File: config.mk
export PLATFORM = sky130hd
export DESIGN_NAME = video_out_flat
export DESIGN_NICKNAME = d
export VERILOG_FILES = /design/src/verilog/cam_pkg.sv /design/src/verilog/video_pkg.sv /design/src/verilog/vid_timing_if.sv /design/src/verilog/video_out.sv /design/src/flat_wrapper.sv
export SDC_FILE = /design/constraint.sdc
export NUM_CORES = 1
export LEC_CHECK = 0
export BUFFER_PORTS_ARGS = -buffer_cell sky130_fd_sc_hd__buf_4
export CAP_MARGIN = 10
export CORE_ASPECT_RATIO = 1.4
export CORE_MARGIN = 1.5
export CORE_UTILIZATION = 38
export CTS_CLUSTER_DIAMETER = 80
export DETAILED_ROUTE_END_ITERATION = 10
export PLACE_DENSITY = 0.93
export SLEW_MARGIN = 20
export SYNTH_ARGS = -nofsm -noshare
export SYNTH_HDL_FRONTEND = slang
export SYNTH_SLANG_ARGS = --single-unit
File: constraint.sdc
create_clock -name clk -period 4.4 [get_ports clk]
set_input_delay 0.44 -clock clk [delete_from_list [all_inputs] [get_ports clk]]
set_output_delay 0.44 -clock clk [all_outputs]
set_load 0.01 [all_outputs]
File: src/verilog/cam_pkg.sv
`default_nettype none

// Camera side definitions
// The sensor sends RGB565 as two bytes per pixel, high byte first
package cam_pkg;

  // Stored frame size in pixels
  localparam int FB_W = 160;  // Columns kept from each line
  localparam int FB_H = 120;  // Rows kept from each frame

  // Parallel data bus from the sensor
  typedef logic [7:0] cam_byte_t;

  // Packed pixel
  // [15:11] red, [10:5] green, [4:0] blue
  typedef logic [15:0] rgb565_t;

  // Position inside the stored frame
  typedef logic [7:0] fb_x_t;  // 0..255, covers FB_W and the dropped tail
  typedef logic [6:0] fb_y_t;  // 0..127, covers FB_H and the dropped tail

endpackage

`default_nettype wire

File: src/verilog/video_pkg.sv
`default_nettype none

// Display side definitions
// Standard 640x480 at 60 Hz, 25 MHz pixel rate
package video_pkg;

  // Horizontal timing in clocks
  localparam int H_ACTIVE = 640;
  localparam int H_FRONT  = 16;
  localparam int H_SYNC   = 96;
  localparam int H_BACK   = 48;
  localparam int H_TOTAL  = H_ACTIVE + H_FRONT + H_SYNC + H_BACK;  // 800

  // Vertical timing in lines
  localparam int V_ACTIVE = 480;
  localparam int V_FRONT  = 10;
  localparam int V_SYNC   = 2;
  localparam int V_BACK   = 33;
  localparam int V_TOTAL  = V_ACTIVE + V_FRONT + V_SYNC + V_BACK;  // 525

  // Sync pulse windows, end exclusive
  localparam int H_SYNC_START = H_ACTIVE + H_FRONT;      // 656
  localparam int H_SYNC_END   = H_SYNC_START + H_SYNC;   // 752
  localparam int V_SYNC_START = V_ACTIVE + V_FRONT;      // 490
  localparam int V_SYNC_END   = V_SYNC_START + V_SYNC;   // 492

  // Raster position
  typedef logic [9:0] hcount_t;
  typedef logic [9:0] vcount_t;

  // Frame buffer geometry, row * FB_W + column
  localparam int FB_DEPTH = cam_pkg::FB_W * cam_pkg::FB_H;  // 19200 words
  typedef logic [14:0] fb_addr_t;

  // One output colour channel
  typedef logic [7:0] colour_t;

endpackage

`default_nettype wire

File: src/verilog/vid_timing_if.sv
`timescale 1ns/1ps
`default_nettype none

// Raster position and sync levels
interface vid_timing_if;
  import video_pkg::*;

  hcount_t hcount;  // 0..H_TOTAL-1
  vcount_t vcount;  // 0..V_TOTAL-1
  logic    active;  // Visible area
  logic    hsync;   // Active low
  logic    vsync;   // Active low

  // Timing generator side
  modport src (
    output hcount, vcount, active, hsync, vsync
  );

  // Pixel output side
  modport dst (
    input hcount, vcount, active, hsync, vsync
  );

endinterface

`default_nettype wire

File: src/verilog/video_out.sv
`timescale 1ns/1ps
`default_nettype none

// Pixel output stage
// Each stored pixel covers a 4x4 block of the raster
module video_out (
  input  logic                clk,
  input  logic                rst_n,
  vid_timing_if.dst           tim,
  output video_pkg::fb_addr_t raddr,
  input  cam_pkg::rgb565_t    rdata,
  output logic                hsync,
  output logic                vsync,
  output logic                de,
  output video_pkg::colour_t  red,
  output video_pkg::colour_t  green,
  output video_pkg::colour_t  blue
);
  import cam_pkg::*;
  import video_pkg::*;

  fb_x_t col;
  fb_y_t row;

  // Divide by 4
  assign col = tim.hcount[9:2];  // 0..159 while active
  assign row = tim.vcount[8:2];  // 0..119 while active

  // Park on word 0 outside the visible area, keeps reads in range
  always_comb begin
    if (tim.active) raddr = fb_addr_t'(int'(row) * FB_W + int'(col));
    else            raddr = '0;
  end

  // One clock delay, matches the RAM read latency
  always_ff @(posedge clk) begin
    if (!rst_n) begin
      de    <= 1'b0;
      hsync <= 1'b1;
      vsync <= 1'b1;
    end else begin
      de    <= tim.active;
      hsync <= tim.hsync;
      vsync <= tim.vsync;
    end
  end

  // 565 to 888, low bits zero filled
  // Black outside the visible area
  assign red   = de ? {rdata[15:11], 3'b000} : '0;
  assign green = de ? {rdata[10:5], 2'b00}   : '0;
  assign blue  = de ? {rdata[4:0], 3'b000}   : '0;

endmodule

`default_nettype wire

File: src/flat_wrapper.sv
// flat-port wrapper written by rule: the top's interface ports become plain ports
module video_out_flat import cam_pkg::*; import video_pkg::*;
  (clk, rst_n, raddr, rdata, hsync, vsync, de, red, green, blue, tim_hcount, tim_vcount, tim_active, tim_hsync, tim_vsync);
  vid_timing_if tim_i ();
  input  logic clk;
  input  logic rst_n;
  output video_pkg::fb_addr_t raddr;
  input  cam_pkg::rgb565_t rdata;
  output logic hsync;
  output logic vsync;
  output logic de;
  output video_pkg::colour_t red;
  output video_pkg::colour_t green;
  output video_pkg::colour_t blue;
  input wire logic [$bits(tim_i.hcount)-1:0] tim_hcount;
  input wire logic [$bits(tim_i.vcount)-1:0] tim_vcount;
  input wire logic [$bits(tim_i.active)-1:0] tim_active;
  input wire logic [$bits(tim_i.hsync)-1:0] tim_hsync;
  input wire logic [$bits(tim_i.vsync)-1:0] tim_vsync;
  assign tim_i.hcount = tim_hcount;
  assign tim_i.vcount = tim_vcount;
  assign tim_i.active = tim_active;
  assign tim_i.hsync = tim_hsync;
  assign tim_i.vsync = tim_vsync;
  video_out u_core (.clk(clk), .rst_n(rst_n), .tim(tim_i), .raddr(raddr), .rdata(rdata), .hsync(hsync), .vsync(vsync), .de(de), .red(red), .green(green), .blue(blue));
endmodule
=== Word level (Yosys, flattened, before mapping) ===
Cells that the tools add are included.

* Add/subtract/negate cells: 1
* Multipliers: 1
* Muxes and demuxes: 4

{| class="wikitable"
|+ Operators by type and width
! operator !! count
|-
| $mux 8 || 3
|-
| $add 15x9->15 || 1
|-
| $mux 15 || 1
|-
| $mul 7x3->10 const B || 1
|}

* Output and inout bits: 42
* Input port bits: 41
* Register bits after elaboration: 3

=== Logic depth before layout (Yosys ltp) ===
* Word-level depth: 3
* Gate-level depth with buffers: 9
* Depth with buffers taken out: 9

=== Worst setup path after synthesis ===
Ideal clock, no wire load.

* Path type: input port to output port
* Start point: in tim_vcount[3]
* End point: out raddr[13]
* Data arrival time: 2.511 ns
* Buffers on the path: 0
* Cell stages on the path: 9
* Setup slack: 1.449 ns
* Required time: 3.960 ns
* Cells stage by stage: ha_1 ha_1 inv_1 fa_1 nand2b_1 a21oi_1 xnor2_1 nand3_1 o311ai_1

* Longest elaborated chain between the ends: 3

{| class="wikitable"
|+ RTL lines
! element !! RTL line !! text
|-
| from (decl) || flat_wrapper.sv:16 || <nowiki>input wire logic [$bits(tim_i.vcount)-1:0] tim_vcount;</nowiki>
|-
| $mul 7x3->10 || video_out.sv:31 || <nowiki>if (tim.active) raddr = fb_addr_t'(int'(row) * FB_W + int'(col));</nowiki>
|-
| $add 15x9->15 || video_out.sv:31 ||
|-
| $mux 15 || video_out.sv:31 ||
|-
| to (decl) || flat_wrapper.sv:7 || <nowiki>output video_pkg::fb_addr_t raddr;</nowiki>
|}

Every way passes these cells.

=== Final worst setup path ===
Ends and elaborated chain as after synthesis.

==> flow_summary.toml <==
[logic_synthesis]
post_synth_xor_area_fraction = 0.0763
synth-seq-area-share = 0.0666
synth_top_flop_cell = "sky130_fd_sc_hd__dfxtp_1"
netlist_instances = 116
synth.lib_cells_used.distinct = 37
async_flop_share = 0
synth_compound_area_frac = 0.182
ys.warnings.count = 0
post_synth_mux_area_share = 0
synth_simple_gate_area_share = 0.326
postSynthRegisterBits = 3
average_cell_area_after_synthesis_sq_um = 7.78
yosys.area_share.adder = 0.237
synth-edff-count = 0
main_combinational_cell_family_by_area_after_synthesis = "simple AND/OR/NAND/NOR gates"
netlist_area_sq_um = 902

[route]
drt_wl_total_mm = 2.71
via_count = 1067
wl_per_cell_um = 13.1
drc_errors = 0
drt_first_iter_violations = 13
post_drt_via_cell_ratio = 5.15
ant_nets = 0
detailedRoute.firstPassIterationCount = 4

[worst_setup_path]
timing.critical_path.required_ns = 3.96
path_delay_family = "adder cells"
crit_path_top_delay_cell = "sky130_fd_sc_hd__fa_1"
cp_cell_sequence = "buf_4, ha_1, ha_1, inv_1, fa_1, nand2b_1, a21oi_1, xnor2_1, nand3_1, o311ai_1, buf_4"
path_buf_inv = 3
setup.worst_path.class = "primary input to primary output"
end_kind = "primary output"
crit_path_arrival_time_ns = 2.90
cp_max_fo = 4
critical_path.max_stage_delay_ns = 0.42
crit_path_launch_type = "primary input"

[placed_design]
placedInstanceArea_sq_um = 1400
port_buffers = 69
dp_hpwl_mm = 2.38
place_inst = 203
routabilityCongestion = 0.908

[min_path]
hold-path-cell-count = 2
timing.hold.worst.class = "primary input to register"
hold_path.startpoint = "tim_vsync"
worst_hold_path.endpoint = "u_core.vsync$_SDFF_PN1_"

[clock_tree]
numCtsBuffers = 3
clock_pin_slew_on_the_worst_setup_and_hold_paths_ns = 0.05
cts-root-to-sink-buffers = 2
tritoncts_num_sinks = 3
cts_hold_buffers = 0
cts_root_buffer = "sky130_fd_sc_hd__clkbuf_4"
cts.repair.resized = 0
clock_tree.htree_level_count = 1
post-cts-setup-buffer-count = 0
clock_tree_from_tritoncts = "built"

[floorplan]
initial_core_util = 0.410
fp.dieW_um = 44.2
io-pin-count = 83
fp.coreArea_sq_um = 2200
dieArea_sq_um = 2680
cell_row_count = 20
floorplan.die.height_um = 60.7

[sta]
fin_crit_period_ns = 3.34
final-hold-violation-count = 0
slew_viol_final = 0
fin_setup_tns_ns = 0
grt_setup_unrepaired = "no"
final-setup-viol-count = 0
min_period_over_period = 0.759
max_clock_freq_ghz = 0.300

[grt]
total_routing_usage_reported_by_global_routing = 0.203
wire_length_of_the_first_global_routing_pass_mm = 4.07
antenna_found_initial = 0
maximum_number_of_pins_on_one_net_before_global_route_repair = 18
first_global_vias = 956
grt_overflow_total = 0

[final_layout]
final_layout_size_suffix_gt1_frac = 0.427
mostFrequentLayoutCells = "sky130_fd_sc_hd__buf_4 (69), sky130_fd_sc_hd__and2_1 (24), sky130_fd_sc_hd__ha_1 (13)"
finalNetCount = 242
area_overhead_of_the_layout_relative_to_synthesis_pct = 58.4
diodes = 0
post_layout_nonfiller_instances = 207
fillers = 170
leading_cell_type_in_the_layout_fill_and_taps_excluded = "sky130_fd_sc_hd__buf_4"
finish.instance_area_sq_um = 1430

[power_and_ir_drop]
worst_ir_drop_vdd_uv = 112
p_leak_nw = 0.753
power_density_nw_per_um2 = 189

[outcome]
outcome = "finished clean"

[run]
max-cap-violations = 0
## routing by layer
metal,part of all wire,track usage
met4,0.020,0.0649
met2,0.55,0.403
met1,0.31,0.181
met3,0.13,0.0804
met5,0,0
## registers in the layout (all words and copies together) (netlist names)
register and flops:
u_core.de 1, u_core.hsync 1, u_core.vsync 1
## cell families after synthesis
logic type	after synthesis
compound gates	22
buf+inv	18
flops	3
other cells	1
fa+ha+maj	16
simple gates	49
xor+xnor	7
## synth_stat cells, types with 3 or more instances
| master | number | share of area |
|---|---|---|
| sky130_fd_sc_hd__ha_1 | 13 | 0.18 |
| sky130_fd_sc_hd__nand2b_1 | 4 | 0.028 |
| sky130_fd_sc_hd__inv_1 | 7 | 0.029 |
| sky130_fd_sc_hd__nor2_1 | 12 | 0.050 |
| sky130_fd_sc_hd__a21oi_1 | 5 | 0.028 |
| sky130_fd_sc_hd__buf_4 | 8 | 0.067 |
| sky130_fd_sc_hd__xnor2_1 | 5 | 0.049 |
| sky130_fd_sc_hd__and2_1 | 24 | 0.17 |
| sky130_fd_sc_hd__o21ai_0 | 3 | 0.017 |
| sky130_fd_sc_hd__dfxtp_1 | 3 | 0.067 |
## per-stage QoR
stage	hold WS (ns)	power [mW]	utilization	worst slack, ns
after floorplan	0.513	0.144	-	1.45
after global placement	0.624	0.207	0.637	1.18
after detailed placement	0.629	0.214	0.637	1.06
after CTS	0.366	0.271	0.649	1.07
after global routing	0.361	0.291	0.649	0.929
final	0.368	0.270	0.649	1.06
## layout make-up
class                   instances  area, sq um  share of cell area
inverters                       7         26.3              0.0184
well taps                      22         27.5              0.0193
flip-flops and latches          3         60.1              0.0420
clock buffers                   4         26.3              0.0184
repair buffers                 69          518               0.363
multi-input cells             102          771               0.539
## how the worst max path moves through the flow
stage	from	endpoint	slack, ns	depth (start not counted)
2_1_floorplan	tim_vcount[3]	raddr[13]	1.45	9
3_3_place_gp	tim_vcount[3]	raddr[13]	1.18	11
3_5_place_dp	tim_vcount[3]	raddr[13]	1.06	11
4_1_cts	tim_vcount[3]	raddr[13]	1.07	11
5_1_grt	tim_vcount[3]	raddr[13]	0.93	11
6_report	tim_vcount[3]	raddr[13]	1.06	11
## power by group
part / switching (mW) / total [mW] / internal, mW
sequential: 0.00162 / 0.0304 / 0.0287
clock: 0.0211 / 0.0555 / 0.0344
combinational: 0.0913 / 0.185 / 0.0934
No activity file was read; power rests on OpenSTA's default activity.
