==> src/verilog/cam_pkg.sv <==
`default_nettype none

// Camera side definitions
// The sensor sends RGB565 as two bytes per pixel, high byte first
package cam_pkg;

  // Stored frame size in pixels
  localparam int FB_W = 160;  // Columns kept from each line
  localparam int FB_H = 120;  // Rows kept from each frame

  // Parallel data bus from the sensor
  typedef logic [7:0] cam_byte_t;

  // Packed pixel
  // [15:11] red, [10:5] green, [4:0] blue
  typedef logic [15:0] rgb565_t;

  // Position inside the stored frame
  typedef logic [7:0] fb_x_t;  // 0..255, covers FB_W and the dropped tail
  typedef logic [6:0] fb_y_t;  // 0..127, covers FB_H and the dropped tail

endpackage

`default_nettype wire

==> src/verilog/video_pkg.sv <==
`default_nettype none

// Display side definitions
// Standard 640x480 at 60 Hz, 25 MHz pixel rate
package video_pkg;

  // Horizontal timing in clocks
  localparam int H_ACTIVE = 640;
  localparam int H_FRONT  = 16;
  localparam int H_SYNC   = 96;
  localparam int H_BACK   = 48;
  localparam int H_TOTAL  = H_ACTIVE + H_FRONT + H_SYNC + H_BACK;  // 800

  // Vertical timing in lines
  localparam int V_ACTIVE = 480;
  localparam int V_FRONT  = 10;
  localparam int V_SYNC   = 2;
  localparam int V_BACK   = 33;
  localparam int V_TOTAL  = V_ACTIVE + V_FRONT + V_SYNC + V_BACK;  // 525

  // Sync pulse windows, end exclusive
  localparam int H_SYNC_START = H_ACTIVE + H_FRONT;      // 656
  localparam int H_SYNC_END   = H_SYNC_START + H_SYNC;   // 752
  localparam int V_SYNC_START = V_ACTIVE + V_FRONT;      // 490
  localparam int V_SYNC_END   = V_SYNC_START + V_SYNC;   // 492

  // Raster position
  typedef logic [9:0] hcount_t;
  typedef logic [9:0] vcount_t;

  // Frame buffer geometry, row * FB_W + column
  localparam int FB_DEPTH = cam_pkg::FB_W * cam_pkg::FB_H;  // 19200 words
  typedef logic [14:0] fb_addr_t;

  // One output colour channel
  typedef logic [7:0] colour_t;

endpackage

`default_nettype wire

==> src/verilog/vid_timing_if.sv <==
`timescale 1ns/1ps
`default_nettype none

// Raster position and sync levels
interface vid_timing_if;
  import video_pkg::*;

  hcount_t hcount;  // 0..H_TOTAL-1
  vcount_t vcount;  // 0..V_TOTAL-1
  logic    active;  // Visible area
  logic    hsync;   // Active low
  logic    vsync;   // Active low

  // Timing generator side
  modport src (
    output hcount, vcount, active, hsync, vsync
  );

  // Pixel output side
  modport dst (
    input hcount, vcount, active, hsync, vsync
  );

endinterface

`default_nettype wire

==> src/verilog/video_timing.sv <==
`timescale 1ns/1ps
`default_nettype none

// 640x480 raster generator
// Counters free run from reset, position and levels leave through registers
module video_timing (
  input  logic     clk,
  input  logic     rst_n,
  vid_timing_if.src tim
);
  import video_pkg::*;

  hcount_t h_cnt;
  vcount_t v_cnt;
  logic    h_end;    // Last clock of a line
  logic    v_end;    // Last line of a frame
  logic    act_d;    // Decoded levels for the current count
  logic    hsync_d;
  logic    vsync_d;

  assign h_end = (h_cnt == hcount_t'(H_TOTAL - 1));
  assign v_end = (v_cnt == vcount_t'(V_TOTAL - 1));

  // Horizontal wraps every line, vertical steps on the wrap
  always_ff @(posedge clk) begin
    if (!rst_n) begin
      h_cnt <= '0;
      v_cnt <= '0;
    end else if (h_end) begin
      h_cnt <= '0;
      v_cnt <= v_end ? '0 : v_cnt + 1'b1;
    end else begin
      h_cnt <= h_cnt + 1'b1;
    end
  end

  // Level decode
  always_comb begin
    act_d   = (int'(h_cnt) < H_ACTIVE) && (int'(v_cnt) < V_ACTIVE);
    hsync_d = !((int'(h_cnt) >= H_SYNC_START) && (int'(h_cnt) < H_SYNC_END));
    vsync_d = !((int'(v_cnt) >= V_SYNC_START) && (int'(v_cnt) < V_SYNC_END));
  end

  // Counts and levels registered together, so they stay aligned
  always_ff @(posedge clk) begin
    if (!rst_n) begin
      tim.hcount <= '0;
      tim.vcount <= '0;
      tim.active <= 1'b0;
      tim.hsync  <= 1'b1;  // Idle high
      tim.vsync  <= 1'b1;
    end else begin
      tim.hcount <= h_cnt;
      tim.vcount <= v_cnt;
      tim.active <= act_d;
      tim.hsync  <= hsync_d;
      tim.vsync  <= vsync_d;
    end
  end

endmodule

`default_nettype wire
==> src/flat_wrapper.sv <==
// flat-port wrapper written by rule: the top's interface ports become plain ports
module video_timing_flat import video_pkg::*;
  (clk, rst_n, tim_hcount, tim_vcount, tim_active, tim_hsync, tim_vsync);
  vid_timing_if tim_i ();
  input  logic clk;
  input  logic rst_n;
  output wire logic [$bits(tim_i.hcount)-1:0] tim_hcount;
  output wire logic [$bits(tim_i.vcount)-1:0] tim_vcount;
  output wire logic [$bits(tim_i.active)-1:0] tim_active;
  output wire logic [$bits(tim_i.hsync)-1:0] tim_hsync;
  output wire logic [$bits(tim_i.vsync)-1:0] tim_vsync;
  assign tim_hcount = tim_i.hcount;
  assign tim_vcount = tim_i.vcount;
  assign tim_active = tim_i.active;
  assign tim_hsync = tim_i.hsync;
  assign tim_vsync = tim_i.vsync;
  video_timing u_core (.clk(clk), .rst_n(rst_n), .tim(tim_i));
endmodule
==> config.mk <==
export PLATFORM = sky130hd
export DESIGN_NAME = video_timing_flat
export DESIGN_NICKNAME = d
export VERILOG_FILES = /design/src/verilog/cam_pkg.sv /design/src/verilog/video_pkg.sv /design/src/verilog/vid_timing_if.sv /design/src/verilog/video_timing.sv /design/src/flat_wrapper.sv
export SDC_FILE = /design/constraint.sdc
export NUM_CORES = 1
export LEC_CHECK = 0
export BUFFER_PORTS_ARGS = -buffer_cell sky130_fd_sc_hd__buf_2
export CAP_MARGIN = 20
export CORE_ASPECT_RATIO = 0.9
export CORE_MARGIN = 2
export CORE_UTILIZATION = 30
export DETAILED_ROUTE_END_ITERATION = 16
export GPL_TIMING_DRIVEN = 0
export PLACE_DENSITY = 0.47
export SLEW_MARGIN = 40
export SYNTH_ARGS = -nofsm -noshare
export SYNTH_HDL_FRONTEND = slang
export SYNTH_SLANG_ARGS = --single-unit
==> constraint.sdc <==
create_clock -name clk -period 2.2 [get_ports clk]
set_clock_uncertainty 0.05 [all_clocks]
set_input_delay 0.44 -clock clk [delete_from_list [all_inputs] [get_ports clk]]
set_output_delay 0.44 -clock clk [all_outputs]
set_load 0.005 [all_outputs]
Word-level counts from Yosys, hierarchy flattened. Cells that the tools add are included.

Reductions and logical operators: 6. Equality and inequality tests: 2. Add/subtract/negate cells: 2. Bitwise gates (word level): 1. Multiplexer cells: 1. Order comparisons: 6.

Operator list (number): adder 10 x 1 -> 10 bit (second input constant) (2); == test 10 bit (second input constant) (2); < comparator 10 bit (second input constant) (2); < comparator 10 x 9 -> 1 bit (second input constant) (2); greater-or-equal comparator 10 bit (second input constant) (1); greater-or-equal comparator 10 x 9 -> 1 bit (second input constant) (1); two-way mux 10 bit (1); logical AND 1 bit (3); zero test 1 bit (2); OR reduction 2 bit (1); inverter 1 bit (1).

Bits of input ports: 2. Flip-flop bits (word level): 43. Logic and storage cells: 25. Output and inout bits: 23.

Longest topological paths before layout.
Depth in word-level cells: 3. Depth in mapped cells: 6. Depth with buffers taken out: 6.

Least setup slack after synthesis. OpenSTA, ideal clock, no wires.

Path type: register -> register. Start: register u_core.h_cnt[5]. End: register u_core.v_cnt[0]. Buffers on the path: 2. Setup time: 122 ps. Required time: 2028 ps. Stages on the path, launching flop included: 7. Period minus slack after synthesis: 2001 ps. Arrival time: 1828 ps. Slack: 199 ps. Path through: dfxtp_1 or4b_1 buf_2 or3_2 buf_2 o21ai_2 nor2_1.

Longest elaborated chain between the ends: 1.

Ends and longest elaborated chain: start: declaration (line video_timing.sv:13) `hcount_t h_cnt;`; start signal: assignment (line video_timing.sv:33) `h_cnt <= h_cnt + 1'b1;`; == test 10 bit (line video_timing.sv:21) `assign h_end = (h_cnt == hcount_t'(H_TOTAL - 1));`; end signal: assignment (line video_timing.sv:31) `v_cnt <= v_end ? '0 : v_cnt + 1'b1;`; end: declaration (line video_timing.sv:14) `vcount_t v_cnt;`.

Every way passes these cells. A chain may end at the register's enable or synchronous reset.

Final worst setup path.
Start: register u_core.h_cnt[5]. End: register u_core.v_cnt[9].

Same word-level chain as after synthesis.

==> key figures <==
Finish
  • Core Util, Final: 0.375
  • Filler cells: approximately 520
  • Area grow syn2layout: 21.8%
  • Inserted Diodes: 0
  • Layout Cells excl Fill: between 200 and 300
  • # nets final: 200
  • Share of cells above drive strength 1: 0.205
  • Final Cell Area: about 2000 um2

Setup path
  • Crit path to: u_core.v_cnt[9]$_SDFFE_PN0N_
  • R2R Path Start: u_core.h_cnt[5]$_SDFF_PP0_
  • Worst Setup SP: u_core.h_cnt[5]$_SDFF_PP0_
  • Worst setup EP type: flip-flop
  • R2R depth: 5
  • WP data arrival: about 2.2 ns
  • Crit Path Category: flip-flop to flip-flop
  • Worst Path Required: ~2.4 ns
  • CP startpoint kind: flip-flop
  • Worst R2R End: u_core.v_cnt[9]$_SDFFE_PN0N_
  • Flop2flop setup slack: roughly 0.20 ns
  • CP Max Fanout: 6

Logic synthesis
  • Area share of the largest cell type after synthesis: 0.536
  • Distinct cell type count after synthesis: 32
  • Predominant post-synthesis flop cell: dfxtp_1
  • Largest area contributor in the netlist: dfxtp_1
  • Sequential-to-total area share from yosys stat: 0.536
  • Syn Inst Count: around 160
  • Synthesized flop and latch total: 43
  • Synthesized area per cell: between 9 and 10 um2
  • Post-synth EDFFs: 0
  • Synthesized Nets: between 150 and 200
  • Mapped Area: approximately 1600 um2
  • Synth async-reset ratio: 0
  • Synth area leaders: dfxtp_1 (54%), nor2_1 (6.1%), xnor2_1 (5.5%), and2_1 (4.7%), ha_1 (3.1%)
  • Warnings, synthesis: 0

Place
  • I/O Buffers: 24
  • Placement Setup Slack: -0.0244 ns
  • DP Cell Count: 255
  • Routability cong.: slightly below 0.8
  • Detail Placement HPWL: 2.16 mm
  • DP Area: roughly 1800 um2

Job
  • # Max-Cap Violations: 0

STA
  • Setup TNS: 0 ns
  • RSZ-0062 raised after global routing: no
  • Min Hold Slack: 0.415 ns
  • Final period util: 0.910
  • Post-layout minimum cycle time: about 2 ns
  • Setup violators final: 0
  • Fmax: around 500 MHz
  • Worst Tran Pin Value: between 0.5 and 0.6 ns
  • Worst setup margin: roughly 0.20 ns
  • Final-report hold violation count: 0
  • Slew Limit Fails: 0
  • Worst slew margin: 0.648

Global route
  • Met2 Use GR: 0.180
  • Gr busiest metal: met2
  • Met1 Resource Use GR: 0.150
  • First-pass GRT wire length: 5.26 mm
  • Initial antenna violation count: 0
  • Gr usage total: 0.117
  • Largest net degree at the start of global routing: 14
  • Number of global-route vias before repair: 1161
  • Grt ovf: 0
  • Met3 Usage GRT: 0.0405

Power and ir drop
  • Leak pwr: 0.777 nW
  • Design Power: around 1.5 mW
  • P per Cell Area: 791 nW/um2
  • Maximum VDD drop: approximately 0.24 mV

Detailed routing
  • DRT Wirelength: roughly 3.1 mm
  • DR pass1 iterations: 4
  • Via density: approximately 4.4
  • Total number of vias: 1158
  • DRC viols: 0
  • Initial DRC Count: between 70 and 80
  • Routed len/inst: 11.8 um
  • Antenna-violating nets left: 0

Min path
  • Hold crit path type: input port to flip-flop

Floorplan
  • Die Span Y: ~73 um
  • I/O pin count: 25
  • Die Span X: a little over 80 um
  • Die area: 5960 um2
  • Core ar.: between 5000 and 6000 um2
  • Initial core utilization: 0.308
  • Site Rows: 25

Clocking
  • CTS Buf Count: 5
  • Clk slew on worst S/H paths: around 0.08 ns
  • CTS tree: yes
  • H-tree levels: 2
  • Clock Latency Late Sink: around 0.3 ns
  • Root Driver: clkbuf_8
  • Clk buf depth: 2
  • Postcts setup bufs: 0
  • Clk sink count: 43
  • CTS hold repair buffers: 0

Outcome
  • Outcome: finished, final reports clean
-- timing repair --
item	4_1_cts	5_1_grt
pin swaps	0	2
endpoints found under the setup margin	6	14
hold endpoints to repair	0	0
cloned	0	0
resized for setup	1	3
-- per-layer routing --
metal	vias to the layer above	wire (um)
met2	23	1370
met3	5	139
li1	609	-
met1	521	1530
met4	0	66
met5	-	0
-- worst max-delay path: stages, from the launching register on --
cell	delay (ns)
dfxtp_1	0.36
or4b_1	0.54
buf_2	0.19
nor4_4	0.29
mux2i_1	0.14
a2111oi_2	0.33
-- cell type report --
| cell class | instances | area (um2) | area share |
|---|---|---|---|
| Inverter | 9 | 33.8 | 0.0173 |
| Sequential cell | 43 | 861 | 0.440 |
| Clock buffer | 6 | 72.6 | 0.0371 |
| Multi-Input combinational cell | 106 | 706 | 0.361 |
| Timing Repair Buffer | 24 | 120 | 0.0614 |
| Buffer | 5 | 20.0 | 0.0102 |
| Clock inverter | 2 | 60.1 | 0.0307 |
| Tap cell | 67 | 83.8 | 0.0428 |
-- cells in the mapped netlist, types with 2 or more instances --
cell type and n:
or3_2 2, nor2b_1 2, dfxtp_1 43, nor4b_1 2
clkbuf_1 4, nand4_1 7, a21oi_1 2, mux2i_1 3
o21ai_0 2, nand3_1 7, ha_1 4, xnor2_1 10
nor3_1 2, buf_2 2, nor2_1 26, nand2_1 5
and3_1 3, inv_1 9, nor4_1 4, and2_1 12
xor2_1 2
-- cells by family after synthesis --
family / count (synthesis) / share of synthesized area
AND/OR/NAND/NOR: 79 / 0.273
flip-flops: 43 / 0.536
buffers and inverters: 15 / 0.0366
XOR/XNOR: 12 / 0.0654
AO/OA/AOI/OAI: 7 / 0.0327
multiplexers: 4 / 0.0257
adder cells (fa/ha/maj): 4 / 0.0312
-- power by group --
group	internal [mW]	total, mW	switching [mW]	leakage, nW
clock network	0.454	0.723	0.269	0.0654
logic	0.0119	0.0332	0.0213	0.364
registers	0.786	0.793	0.00703	0.348
-- layout by cell type, fill, tap and decap left out --
cell type / Yosys / layout
nand2b_1: 1 / 1
nand3_1: 7 / 7
o21ai_4: 0 / 1
nor4_2: 0 / 1
or3_2: 2 / 1
buf_2: 2 / 25
dfxtp_1: 43 / 43
or4b_1: 1 / 1
nand3b_1: 1 / 1
a21oi_1: 2 / 2
nand2_1: 5 / 5
nor4_1: 4 / 3
a2111oi_1: 0 / 1
and3_1: 3 / 3
clkbuf_8: 0 / 5
clkbuf_1: 4 / 5
o21ai_0: 2 / 2
nand4_1: 7 / 7
bufinv_16: 0 / 2
mux2_2: 1 / 1
nor2_1: 26 / 26
inv_1: 9 / 9
and2_1: 12 / 12
xnor2_1: 10 / 10
or3_4: 0 / 1
nor4_4: 1 / 1
and2_2: 1 / 1
nor3b_1: 1 / 1
nor3_1: 2 / 2
nor2b_1: 2 / 2
xor2_1: 2 / 2
and4_1: 1 / 1
mux2i_1: 3 / 3
nor4b_1: 2 / 2
a2111oi_2: 1 / 1
ha_1: 4 / 4
-- worst min-delay path by stage --
stage                                 start                           end  cells past startpoint
3_5_place_dp   u_core.v_cnt[8]$_SDFFE_PN0N_   u_core.tim.vsync$_SDFF_PN1_                      1
5_1_grt                               rst_n  u_core.v_cnt[9]$_SDFFE_PN0N_                      3
3_3_place_gp   u_core.v_cnt[8]$_SDFFE_PN0N_   u_core.tim.vsync$_SDFF_PN1_                      1
2_1_floorplan  u_core.v_cnt[8]$_SDFFE_PN0N_   u_core.tim.vsync$_SDFF_PN1_                      1
6_report                              rst_n  u_core.v_cnt[9]$_SDFFE_PN0N_                      3
4_1_cts                               rst_n  u_core.v_cnt[9]$_SDFFE_PN0N_                      3
-- flip-flops by register name (all words and copies together) (netlist names) --
name and count:
u_core.tim.hcount 10, u_core.h_cnt 10, u_core.tim.hsync 1, u_core.tim.vcount 10
u_core.v_cnt 10, u_core.tim.active 1, u_core.tim.vsync 1
Power figures use the tool's default switching activity.
