[config.mk]
export PLATFORM = sky130hd
export DESIGN_NAME = cam_capture_flat
export DESIGN_NICKNAME = d
export VERILOG_FILES = /design/src/verilog/cam_pkg.sv /design/src/verilog/video_pkg.sv /design/src/verilog/fb_wr_if.sv /design/src/verilog/cam_capture.sv /design/src/flat_wrapper.sv
export SDC_FILE = /design/constraint.sdc
export NUM_CORES = 1
export LEC_CHECK = 0
export ABC_CLOCK_PERIOD_IN_PS = 5600
export BUFFER_PORTS_ARGS = -buffer_cell sky130_fd_sc_hd__clkbuf_2
export CAP_MARGIN = 0
export CELL_PAD_IN_SITES_DETAIL_PLACEMENT = 1
export CELL_PAD_IN_SITES_GLOBAL_PLACEMENT = 1
export CORE_ASPECT_RATIO = 0.6
export CORE_MARGIN = 2
export CORE_UTILIZATION = 49
export CTS_CLUSTER_SIZE = 10
export DETAILED_ROUTE_END_ITERATION = 6
export HOLD_SLACK_MARGIN = 0.1
export PLACE_DENSITY_LB_ADDON = 0.25
export SLEW_MARGIN = 10
export SYNTH_ARGS = -nofsm -noshare
export SYNTH_HDL_FRONTEND = slang
export SYNTH_SLANG_ARGS = --single-unit
export TNS_END_PERCENT = 10
[constraint.sdc]
create_clock -name clk -period 5.6 [get_ports clk]
set_input_delay 0.56 -clock clk [delete_from_list [all_inputs] [get_ports clk]]
set_output_delay 0.56 -clock clk [all_outputs]
set_load 0.02 [all_outputs]
[src/verilog/cam_pkg.sv]
`default_nettype none

// Camera side definitions
// The sensor sends RGB565 as two bytes per pixel, high byte first
package cam_pkg;

  // Stored frame size in pixels
  localparam int FB_W = 160;  // Columns kept from each line
  localparam int FB_H = 120;  // Rows kept from each frame

  // Parallel data bus from the sensor
  typedef logic [7:0] cam_byte_t;

  // Packed pixel
  // [15:11] red, [10:5] green, [4:0] blue
  typedef logic [15:0] rgb565_t;

  // Position inside the stored frame
  typedef logic [7:0] fb_x_t;  // 0..255, covers FB_W and the dropped tail
  typedef logic [6:0] fb_y_t;  // 0..127, covers FB_H and the dropped tail

endpackage

`default_nettype wire

[src/verilog/video_pkg.sv]
`default_nettype none

// Display side definitions
// Standard 640x480 at 60 Hz, 25 MHz pixel rate
package video_pkg;

  // Horizontal timing in clocks
  localparam int H_ACTIVE = 640;
  localparam int H_FRONT  = 16;
  localparam int H_SYNC   = 96;
  localparam int H_BACK   = 48;
  localparam int H_TOTAL  = H_ACTIVE + H_FRONT + H_SYNC + H_BACK;  // 800

  // Vertical timing in lines
  localparam int V_ACTIVE = 480;
  localparam int V_FRONT  = 10;
  localparam int V_SYNC   = 2;
  localparam int V_BACK   = 33;
  localparam int V_TOTAL  = V_ACTIVE + V_FRONT + V_SYNC + V_BACK;  // 525

  // Sync pulse windows, end exclusive
  localparam int H_SYNC_START = H_ACTIVE + H_FRONT;      // 656
  localparam int H_SYNC_END   = H_SYNC_START + H_SYNC;   // 752
  localparam int V_SYNC_START = V_ACTIVE + V_FRONT;      // 490
  localparam int V_SYNC_END   = V_SYNC_START + V_SYNC;   // 492

  // Raster position
  typedef logic [9:0] hcount_t;
  typedef logic [9:0] vcount_t;

  // Frame buffer geometry, row * FB_W + column
  localparam int FB_DEPTH = cam_pkg::FB_W * cam_pkg::FB_H;  // 19200 words
  typedef logic [14:0] fb_addr_t;

  // One output colour channel
  typedef logic [7:0] colour_t;

endpackage

`default_nettype wire

[src/verilog/fb_wr_if.sv]
`timescale 1ns/1ps
`default_nettype none

// Write side of the frame buffer plus end of frame marker
interface fb_wr_if;
  import cam_pkg::*;
  import video_pkg::*;

  logic     we;          // One cycle write strobe
  fb_addr_t waddr;       // Word address, row * FB_W + column
  rgb565_t  wdata;       // Pixel to store
  logic     frame_done;  // One cycle pulse at end of frame

  // Capture side
  modport src (
    output we, waddr, wdata, frame_done
  );

  // RAM side, no use for frame_done
  modport dst (
    input we, waddr, wdata
  );

endinterface

`default_nettype wire

[src/verilog/cam_capture.sv]
`timescale 1ns/1ps
`default_nettype none

// Camera port capture
// PCLK is sampled as data in the clk domain, so it must stay at or below clk/4
module cam_capture (
  input  logic               clk,
  input  logic               rst_n,
  input  logic               cam_pclk,
  input  logic               cam_vsync,
  input  logic               cam_href,
  input  cam_pkg::cam_byte_t cam_data,
  fb_wr_if.src               wr
);
  import cam_pkg::*;
  import video_pkg::*;

  typedef enum logic [1:0] {
    WAIT_FRAME,  // Out of reset, no frame start seen yet
    HIGH_BYTE,   // Next byte is [15:8]
    LOW_BYTE     // Next byte is [7:0]
  } cap_state_t;

  logic [1:0] pclk_sync;   // Two stage synchronizers
  logic [1:0] vsync_sync;
  logic [1:0] href_sync;
  cam_byte_t  data_meta;
  cam_byte_t  data_sync;
  logic       pclk_prev;   // Edge detect history
  logic       vsync_prev;
  logic       href_prev;
  logic       pclk_rise;
  logic       href_fall;
  logic       vsync_rise;
  logic       pix_edge;    // Byte strobe inside a line
  logic       hi_take;
  logic       lo_take;
  logic       in_range;    // Pixel lands inside the stored frame
  cap_state_t state;
  cam_byte_t  hi_byte;
  fb_x_t      col;
  fb_y_t      row;

  // Control level synchronizers
  always_ff @(posedge clk) begin
    if (!rst_n) begin
      pclk_sync  <= '0;
      vsync_sync <= '0;
      href_sync  <= '0;
      pclk_prev  <= 1'b0;
      vsync_prev <= 1'b0;
      href_prev  <= 1'b0;
    end else begin
      pclk_sync  <= {pclk_sync[0], cam_pclk};
      vsync_sync <= {vsync_sync[0], cam_vsync};
      href_sync  <= {href_sync[0], cam_href};
      pclk_prev  <= pclk_sync[1];
      vsync_prev <= vsync_sync[1];
      href_prev  <= href_sync[1];
    end
  end

  // Data bus, same two stages as PCLK so a byte lines up with its edge
  always_ff @(posedge clk) begin
    data_meta <= cam_data;
    data_sync <= data_meta;
  end

  assign pclk_rise  = pclk_sync[1] & ~pclk_prev;
  assign href_fall  = ~href_sync[1] & href_prev;
  assign vsync_rise = vsync_sync[1] & ~vsync_prev;

  // Line end and frame reset take priority over a byte
  assign pix_edge = pclk_rise & href_sync[1] & ~vsync_sync[1];
  assign hi_take  = pix_edge && (state == HIGH_BYTE);
  assign lo_take  = pix_edge && (state == LOW_BYTE);
  assign in_range = (int'(col) < FB_W) && (int'(row) < FB_H);

  always_ff @(posedge clk) begin
    if (!rst_n) begin
      state         <= WAIT_FRAME;
      col           <= '0;
      row           <= '0;
      wr.we         <= 1'b0;
      wr.frame_done <= 1'b0;
    end else begin
      wr.we         <= 1'b0;
      wr.frame_done <= vsync_rise;  // Frame closes when VSYNC goes high
      if (vsync_sync[1]) begin
        col   <= '0;
        row   <= '0;
        state <= HIGH_BYTE;
      end else if (href_fall && state != WAIT_FRAME) begin
        col   <= '0;
        row   <= (row == '1) ? row : row + 1'b1;  // Hold at top, never wraps
        state <= HIGH_BYTE;                       // Drop a lone high byte
      end else if (hi_take) begin
        state <= LOW_BYTE;
      end else if (lo_take) begin
        state <= HIGH_BYTE;
        col   <= (col == '1) ? col : col + 1'b1;
        wr.we <= in_range;  // Out of range pixels just advance the column
      end
    end
  end

  // Pixel assembly and address
  always_ff @(posedge clk) begin
    if (hi_take) hi_byte <= data_sync;
    if (lo_take) begin
      wr.wdata <= {hi_byte, data_sync};
      wr.waddr <= fb_addr_t'(int'(row) * FB_W + int'(col));
    end
  end

endmodule

`default_nettype wire

[src/flat_wrapper.sv]
// flat-port wrapper written by rule: the top's interface ports become plain ports
module cam_capture_flat import cam_pkg::*; import video_pkg::*;
  (clk, rst_n, cam_pclk, cam_vsync, cam_href, cam_data, wr_we, wr_waddr, wr_wdata, wr_frame_done);
  fb_wr_if wr_i ();
  input  logic clk;
  input  logic rst_n;
  input  logic cam_pclk;
  input  logic cam_vsync;
  input  logic cam_href;
  input  cam_pkg::cam_byte_t cam_data;
  output wire logic [$bits(wr_i.we)-1:0] wr_we;
  output wire logic [$bits(wr_i.waddr)-1:0] wr_waddr;
  output wire logic [$bits(wr_i.wdata)-1:0] wr_wdata;
  output wire logic [$bits(wr_i.frame_done)-1:0] wr_frame_done;
  assign wr_we = wr_i.we;
  assign wr_waddr = wr_i.waddr;
  assign wr_wdata = wr_i.wdata;
  assign wr_frame_done = wr_i.frame_done;
  cam_capture u_core (.clk(clk), .rst_n(rst_n), .cam_pclk(cam_pclk), .cam_vsync(cam_vsync), .cam_href(cam_href), .cam_data(cam_data), .wr(wr_i));
endmodule
=== Yosys cells after proc, flatten, opt, wreduce, memory -nomap -nowiden ===
Index checks and enable logic that the tools add are counted.

* RAM bits: 0
* Memories: 0
* Register bits: 83
* Memory bits (read-only): 0
* Word-level logic and storage cells: 57
* Bits in latches: 0

* Multiplexer cells: 4
* $mul: 1
* Eq/ne operators: 4
* Shift operators: 0
* $lt $le $gt $ge: 2
* Bitwise operators: 14
* $add $sub $neg: 3
* Divide/modulo/power cells: 0
* Reduce and logical (&&, ||, !) cells: 12

{| class="wikitable"
|+ Operators by type and width
! cell !! number
|-
| adder 15 x 9 -> 15 bit || 1
|-
| multiplier 7 x 3 -> 10 bit, second input constant || 1
|-
| NOT 1 bit || 9
|-
| adder 8 x 1 -> 8 bit, second input constant || 1
|-
| equality test 8 bit, second input constant || 1
|-
| less-than comparator 8 bit, second input constant || 1
|-
| adder 7 x 1 -> 7 bit, second input constant || 1
|-
| equality test 7 bit, second input constant || 1
|-
| less-than comparator 7 bit, second input constant || 1
|-
| AND 1 bit || 5
|-
| OR reduction 5 bit || 1
|-
| logical AND 1 bit || 4
|-
| 2-to-1 mux 2 bit || 2
|-
| nonzero test 2 bit || 2
|-
| nonzero test 4 bit || 1
|-
| AND reduction 3 bit || 1
|-
| OR reduction 3 bit || 1
|-
| equality test 2 x 1 -> 1 bit, second input constant || 1
|-
| equality test 2 bit, second input constant || 1
|-
| 2-to-1 mux 1 bit || 2
|-
| AND reduction 2 bit || 1
|-
| OR reduction 2 bit || 1
|}

=== Longest topological paths before layout ===
Gate-level depths: netlist of the first run.

* Depth after elaboration: 9
* Mapped depth: 8
* Gate-level depth less buffers: 8

=== Worst setup path before layout of the first run ===
OpenSTA, ideal clock, no wires.

* Kind: flip-flop to flip-flop
* Start point: register u_core.row[3]
* End point: register u_core.wr.waddr[13], data pin
* Stages on the path, launching flop included: 9
* Clock period less this slack: 2.303 ns
* Path slack: 3.297 ns
* Buffers on the path: 0
* Data arrival time: 2.045 ns
* Library setup time: 0.258 ns
* Cells stage by stage: dfxtp_1 -> ha_1 -> ha_1 -> fa_1 -> a211oi_1 -> nor2_1 -> xor2_1 -> nand3_1 -> xnor2_1

* Cells in the longest elaborated chain, start to end: 2

{| class="wikitable"
|+ RTL lines
! what !! RTL line !! source
|-
| start, declared || cam_capture.sv:42 || <nowiki>fb_y_t row;</nowiki>
|-
| start signal, assigned || cam_capture.sv:95 || <nowiki>row <= (row == '1) ? row : row + 1'b1;</nowiki>
|-
| multiplier 7 x 3 -> 10 bit || cam_capture.sv:112 || <nowiki>wr.waddr <= fb_addr_t'(int'(row) * FB_W + int'(col));</nowiki>
|-
| adder 15 x 9 -> 15 bit || cam_capture.sv:112 ||
|-
| end signal, assigned || cam_capture.sv:112 ||
|-
| end, declared || fb_wr_if.sv:16 || <nowiki>output we, waddr, wdata, frame_done</nowiki>
|}

No other way between the ends.
A chain may end at the register's enable or synchronous reset.

=== Final worst setup path of the first run ===
* Start point: register u_core.row[3]
* End point: register u_core.wr.waddr[12], data pin

The elaborated chain is that of the path after synthesis.

==> results.yml, run 1 <==
setup_path:
  endpoint: "u_core.wr.waddr[12]$_DFFE_PP_"
  crit_path_end_kind: "flop"
  worstPathArrival_ns: 2.68
  crit_type: "reg2reg"
  rrSetupSlack_ns: 3.00
  critPathLaunch: "u_core.row[3]$_SDFFE_PP0P_"
  r2r-end: "u_core.wr.waddr[12]$_DFFE_PP_"
  path_max_fanout: 6
  ff2ff_path_depth: 7
  cp.required_ns: 5.67
  critPathLaunchType: "flop"
  reg2reg_from: "u_core.row[3]$_SDFFE_PP0P_"
synthesis:
  synthAdderAreaFrac: 0.0737
  synth_cell_types: 40
  synth_top_flop_cell: "dfxtp_1"
  synthSimpleGateAreaFrac: 0.147
  synthTopCellsByArea: "edfxtp_1, dfxtp_1, ha_1"
  synthMuxAreaShare: 0
  seq_area_frac_synth: 0.664
  synth_common_cells: "dfxtp_1, edfxtp_1, nor2_1, ha_1, xnor2_1"
  synth-compound-area-share: 0.0462
  yosys.area.top_type: "edfxtp_1"
  syn_nets: 257
  avgSynthCellArea_um2: 13.6
  synth_area_mm2: 0.00309
  ys_ff_latch: 83
  synth_async_sr_flop_share: 0
  yosysMostFrequentCell: "dfxtp_1"
  synth_top_family_by_area: "simple AND/OR/NAND/NOR gates"
  syn-instance-count: 227
  synth_top_area_share: 0.379
  yosysWarnings: 0
  synth_xor_xnor_area_share: 0.0595
  synth_edf_count: 39
global_routing:
  grt_pass1_vias: 1854
  grt.total_usage: 0.173
  overflow: 0
  grt_pass1_wl_um: 9000
  grt_max_degree: 26
  antenna_found_initial: 0
clock_network:
  clock_path_buffers: 2
  cts_tree: "built"
  htreeDepth: 3
  cts_hold_buf: 0
  clockRootBuffer: "clkbuf_8"
  post_cts_buffers: 0
  clock-sinks: 83
  clk_pin_slew_ns: 0.09
  cts_resized: 0
  clkLatencyLatePin_ns: 0.35
  cts_made_buffers: 9
timing:
  rsz0062_at_grt: "false"
  fin_crit_sh: 0.465
  fmax_mhz: 384
  hold_violations: 0
  drv_slew: 0
  setup_viol_count_final: 0
  final.setup.tns_ns: 0
  slew_headroom: 0.624
  fin_skew_ns: 0.0170
  tightest_slew_ns: 0.562
  min_period_ns: 2.60
outcome:
  outcome: "finished, final reports clean"
placed_design:
  gp_congestion: 0.813
  place_inst: 355
  dp_hpwl_um: 4050
  port_buffers: 45
worst_hold_path:
  hp-start: "cam_data[7]"
  worstHoldPathType: "in2reg"
final_layout:
  syn_to_final_growth_pct: 18.1
  diodes: 0
  final_cells: 371
  nets: 312
  drive_gt1_frac: 0.254
routing:
  routed_via_density: 4.98
  wl_um: 5530
  drc: 0
  post_drt_wl_per_cell_um: 14.9
  dr.pass1.iters: 4
  antenna_left: 0
  vias: 1847
  drtIter0Drc: 63
floorplan:
  ios: 46
  die_area_mm2: 0.00698
  die-height_um: 65.5
  rows: 22
  core_mm2: 0.00611
  initial_utilization: 0.506
  die_width_um: 107
job:
  drv_cap: 0
power_and_ir_drop:
  vdd_drop_max_uv: 192
  leakage_nw: 1.50
  powerDensity_mw_per_mm2: 309
  p_total_w: 0.00113
report_power, final:
part,total (W),internal [W],leakage [nW],switching (W)
logic,0.0000137,0.00000678,0.659,0.00000688
registers,0.000644,0.000640,0.726,0.00000429
clock network,0.000471,0.000242,0.112,0.000229
worst max-delay path: stages (launching register included):
cell	delay (ns)
dfxtp_1	0.47
ha_1	0.29
ha_1	0.23
fa_1	0.41
xor2_1	0.27
nand3_1	0.18
nor4_2	0.36
xor2_1	0.12
how the worst min path moves through the flow:
stage / to / cells past startpoint / slack, ns
after floorplan: u_core.data_sync[0]$_DFF_P_ / 0 / 0.31
after detailed placement: u_core.data_sync[5]$_DFF_P_ / 0 / 0.31
after global routing: u_core.data_meta[7]$_DFF_P_ / 1 / 0.28
after global placement: u_core.data_sync[2]$_DFF_P_ / 0 / 0.31
final: u_core.data_meta[7]$_DFF_P_ / 1 / 0.30
after CTS: u_core.data_meta[7]$_DFF_P_ / 1 / 0.28
cell usage in the layout, fill, tap and decap left out, drive strengths merged, types with 7 or more instances in the layout:
master,n
edfxtp,39
inv,8
clkbuf,55
nand2,9
dfxtp,44
ha,15
xnor2,14
nor2,26
and2,9
xor2,7
nand3,10
routing by layer:
metal	wire (um)	global-route usage
met5	0	0
met2	2500	0.268
met1	2690	0.230
met4	64	0.0617
met3	275	0.0585
area by class of cell:
cell class	instances	area (um2)
fill	639	2460
clock buffer	10	149
inverter	5	18.8
sequential	83	2050
multi-input combinational	136	1010
clock inverter	6	77.6
tap	84	105
timing repair buffer	47	240
flip-flops by register name, summed over array words and instances (netlist names):
register              cells
u_core.vsync_sync         2
u_core.data_meta          8
u_core.vsync_prev         1
u_core.hi_byte            8
u_core.pclk_sync          2
u_core.row                7
u_core.wr.wdata          16
u_core.wr.we              1
u_core.wr.waddr          15
u_core.pclk_prev          1
u_core.col                8
u_core.wr.frame_done      1
u_core.href_prev          1
u_core.state              2
u_core.data_sync          8
u_core.href_sync          2
per-stage QoR:
stage          cell area [um2]  hold WS (ns)  setup slack (ns)  utilization
2_1_floorplan             3090         0.310              3.30            -
3_3_place_gp              3420         0.311              3.15        0.560
4_1_cts                   3650         0.284              2.96        0.597
3_5_place_dp              3420         0.313              3.00        0.560
5_1_grt                   3650         0.277              2.84        0.597
6_report                  3650         0.299              3.00        0.597
cells by family after synthesis:
| logic type | count (synthesis) |
|---|---|
| DFF | 83 |
| AOI/OAI and AO/OA | 18 |
| adders and majority gates | 17 |
| and+or+nand+nor | 80 |
| buffers and inverters | 8 |
| xor gates and xnor gates | 21 |
No activity file was read; power rests on OpenSTA's default activity.
==> inputs of run 2 (changes only) <==
Settings changed: ABC_CLOCK_PERIOD_IN_PS 5600 to 2150, CORE_UTILIZATION 49 to 41.
Clock period 5.6 ns to 2.15 ns, I/O delays scaled along.
==> results.yml, run 2 (same netlist as run 1, synthesis figures left out) <==
floorplan:
  core_mm2: 0.00727
  die_width_um: 116
  die-height_um: 71.2
  initial_utilization: 0.425
  rows: 24
  die_area_mm2: 0.00827
  ios: 46
clock_network:
  clockRootBuffer: "clkbuf_16"
  cts_made_buffers: 9
  clk_pin_slew_ns: 0.06
  clock-sinks: 83
  htreeDepth: 3
  clkLatencyLatePin_ns: 0.34
  cts_tree: "built"
  clock_path_buffers: 2
placed_design:
  gp_congestion: 0.782
  port_buffers: 45
  dp_hpwl_um: 4200
setup_path:
  crit_path_cell_trace: "ha_4 > ha_4 > fa_2 > a211oi_2 > nor2_2 > xor2_2 > buf_4 > xor2_1"
  critical_path.max_stage_delay_ns: 0.37
  slowest_stage: "fa_2"
  worstPathArrival_ns: 2.24
  crit_type: "reg2reg"
  ff2ff_path_depth: 8
  crit_top_cell: "ha_4"
  path_max_fanout: 3
  critPathLaunchType: "flop"
  cp.required_ns: 2.22
  reg2reg_from: "u_core.row[1]$_SDFFE_PP0P_"
  path_delay_family: "adder cells"
  crit_path_end_kind: "flop"
  r2r-end: "u_core.wr.waddr[12]$_DFFE_PP_"
  critPathBufInv: 1
  rrSetupSlack_ns: -0.02
global_routing:
  grt_pass1_vias: 1927
  grt_max_degree: 15
  grt_pass1_wl_um: 9790
  overflow: 0
  antenna_found_initial: 0
  grt.total_usage: 0.160
routing:
  routed_via_density: 4.65
  drc: 0
  drtIter0Drc: 105
  post_drt_wl_per_cell_um: 14.3
  dr.pass1.iters: 4
  antenna_left: 0
  wl_um: 5960
  vias: 1938
timing:
  fin_crit_sh: 1.01
  rsz0062_at_grt: "true"
  setup_viol_count_final: 2
  final.setup.tns_ns: -0.0365
  fin_hold_ws_ns: 0.219
  slew_headroom: 0.636
  fmax_mhz: 461
  hold_violations: 0
  min_period_ns: 2.17
  worst_slack_ns: -0.0186
  tightest_slew_ns: 0.544
  drv_slew: 0
  fin_skew_ns: 0.00665
worst_hold_path:
  hold_depth: 2
  hp-start: "rst_n"
  min_to: "u_core.href_prev$_SDFF_PN0_"
  worstHoldPathType: "in2reg"
final_layout:
  multi_input_area_mm2: 0.00112
  final_common_cell: "clkbuf_2"
  mostFrequentLayoutCells: "clkbuf_2, dfxtp_1, edfxtp_1"
  nets: 338
  fin_util: 0.562
  biggestRegsByFlops: "u_core.wr.wdata x16, u_core.wr.waddr x15"
  largest-register: "u_core.wr.wdata"
  diodes: 0
  largest_register_ffs: 16
  syn_to_final_growth_pct: 32.2
  fillers: 765
  drive_gt1_frac: 0.339
  seq_area_mm2: 0.00206
power_and_ir_drop:
  vdd_drop_max_uv: 502
  power.share.clock: 0.457
  p_sw_w: 0.000632
  seqPwrFrac: 0.527
  switching_share: 0.199
  p_int_w: 0.00255
  leakage_nw: 1.64
  p_comb_frac: 0.016
  powerDensity_mw_per_mm2: 780
outcome:
  outcome: "finished, violations left"
  violations: "negative setup slack"
job:
  drv_cap: 0
[run 2: cell count changes in the layout (fill, tap and decap cells not counted), moves of 3 or more]
cell / previous run / this run
buf_4: 2 / 17
dlygate4sd3_1: 0 / 11
clkbuf_16: 1 / 10
clkbuf_8: 9 / 0
ha_1: 15 / 10
dfxtp_1: 44 / 40
ha_4: 0 / 4
dfxtp_2: 0 / 3
[run 2: per-stage QoR]
step | area (um2) | worst slack, ns | instances | power, W
after floorplan | 3110 | 0.0100 | 227 | 0.00173
after global placement | 3570 | -0.0548 | 388 | 0.00175
after detailed placement | 3570 | -0.182 | 388 | 0.00175
after CTS | 4070 | -0.0380 | 417 | 0.00323
after global routing | 4080 | -0.122 | 417 | 0.00330
final | 4080 | -0.0186 | 417 | 0.00318
[run 2: area by class of cell]
type / instances / area share
repair buffers: 73 / 0.113
inverters: 5 / 0.00460
well taps: 104 / 0.0319
clock inverters: 5 / 0.00858
multi-input cells: 136 / 0.275
clock buffers: 11 / 0.0622
flip-flops and latches: 83 / 0.504
[run 2: worst max path at each step]
stage / startpoint / endpoint / slack (ns) / cells past startpoint
2_1_floorplan: u_core.row[2]$_SDFFE_PP0P_ / u_core.wr.waddr[12]$_DFFE_PP_ / 0.01 / 6
3_3_place_gp: u_core.row[2]$_SDFFE_PP0P_ / u_core.wr.waddr[12]$_DFFE_PP_ / -0.05 / 6
3_5_place_dp: u_core.row[3]$_SDFFE_PP0P_ / u_core.wr.waddr[13]$_DFFE_PP_ / -0.18 / 8
4_1_cts: u_core.row[3]$_SDFFE_PP0P_ / u_core.wr.waddr[13]$_DFFE_PP_ / -0.04 / 8
5_1_grt: u_core.row[3]$_SDFFE_PP0P_ / u_core.wr.waddr[13]$_DFFE_PP_ / -0.12 / 8
6_report: u_core.row[1]$_SDFFE_PP0P_ / u_core.wr.waddr[12]$_DFFE_PP_ / -0.02 / 8
[run 2: timing repair]
| action | CTS | global route |
|---|---|---|
| setup endpoints to repair | 4 | 3 |
| endpoints found under the hold margin | 11 | 0 |
| pin swaps | 10 | 5 |
| resized for setup | 13 | 4 |
| setup buffers | 2 | 0 |
| hold buffers | 11 | 0 |
[run 2: per-layer routing]
layer  share of wire  global-route usage  routed length (um)
met1            0.50               0.219                2980
met2            0.44               0.238                2630
met3           0.041              0.0508                 243
met4           0.017              0.0635                 100
met5               0                   0                   0
[run 2: worst register-to-register path: stages, from the launching register on]
cell and delay, ns:
dfxtp_2 0.34, ha_4 0.24, ha_4 0.16, fa_2 0.37, a211oi_2 0.21, nor2_2 0.09
xor2_2 0.20, buf_4 0.15, xor2_1 0.15
[run 2: power groups by stage]
stage | combinational, W | clock [W] | sequential (W)
global route | 0.0000580 | 0.00156 | 0.00168
detailed placement | 0.0000364 | 0 | 0.00171
CTS | 0.0000524 | 0.00150 | 0.00168
finish | 0.0000516 | 0.00146 | 0.00168
floorplan | 0.0000213 | 0 | 0.00171
global placement | 0.0000356 | 0 | 0.00171
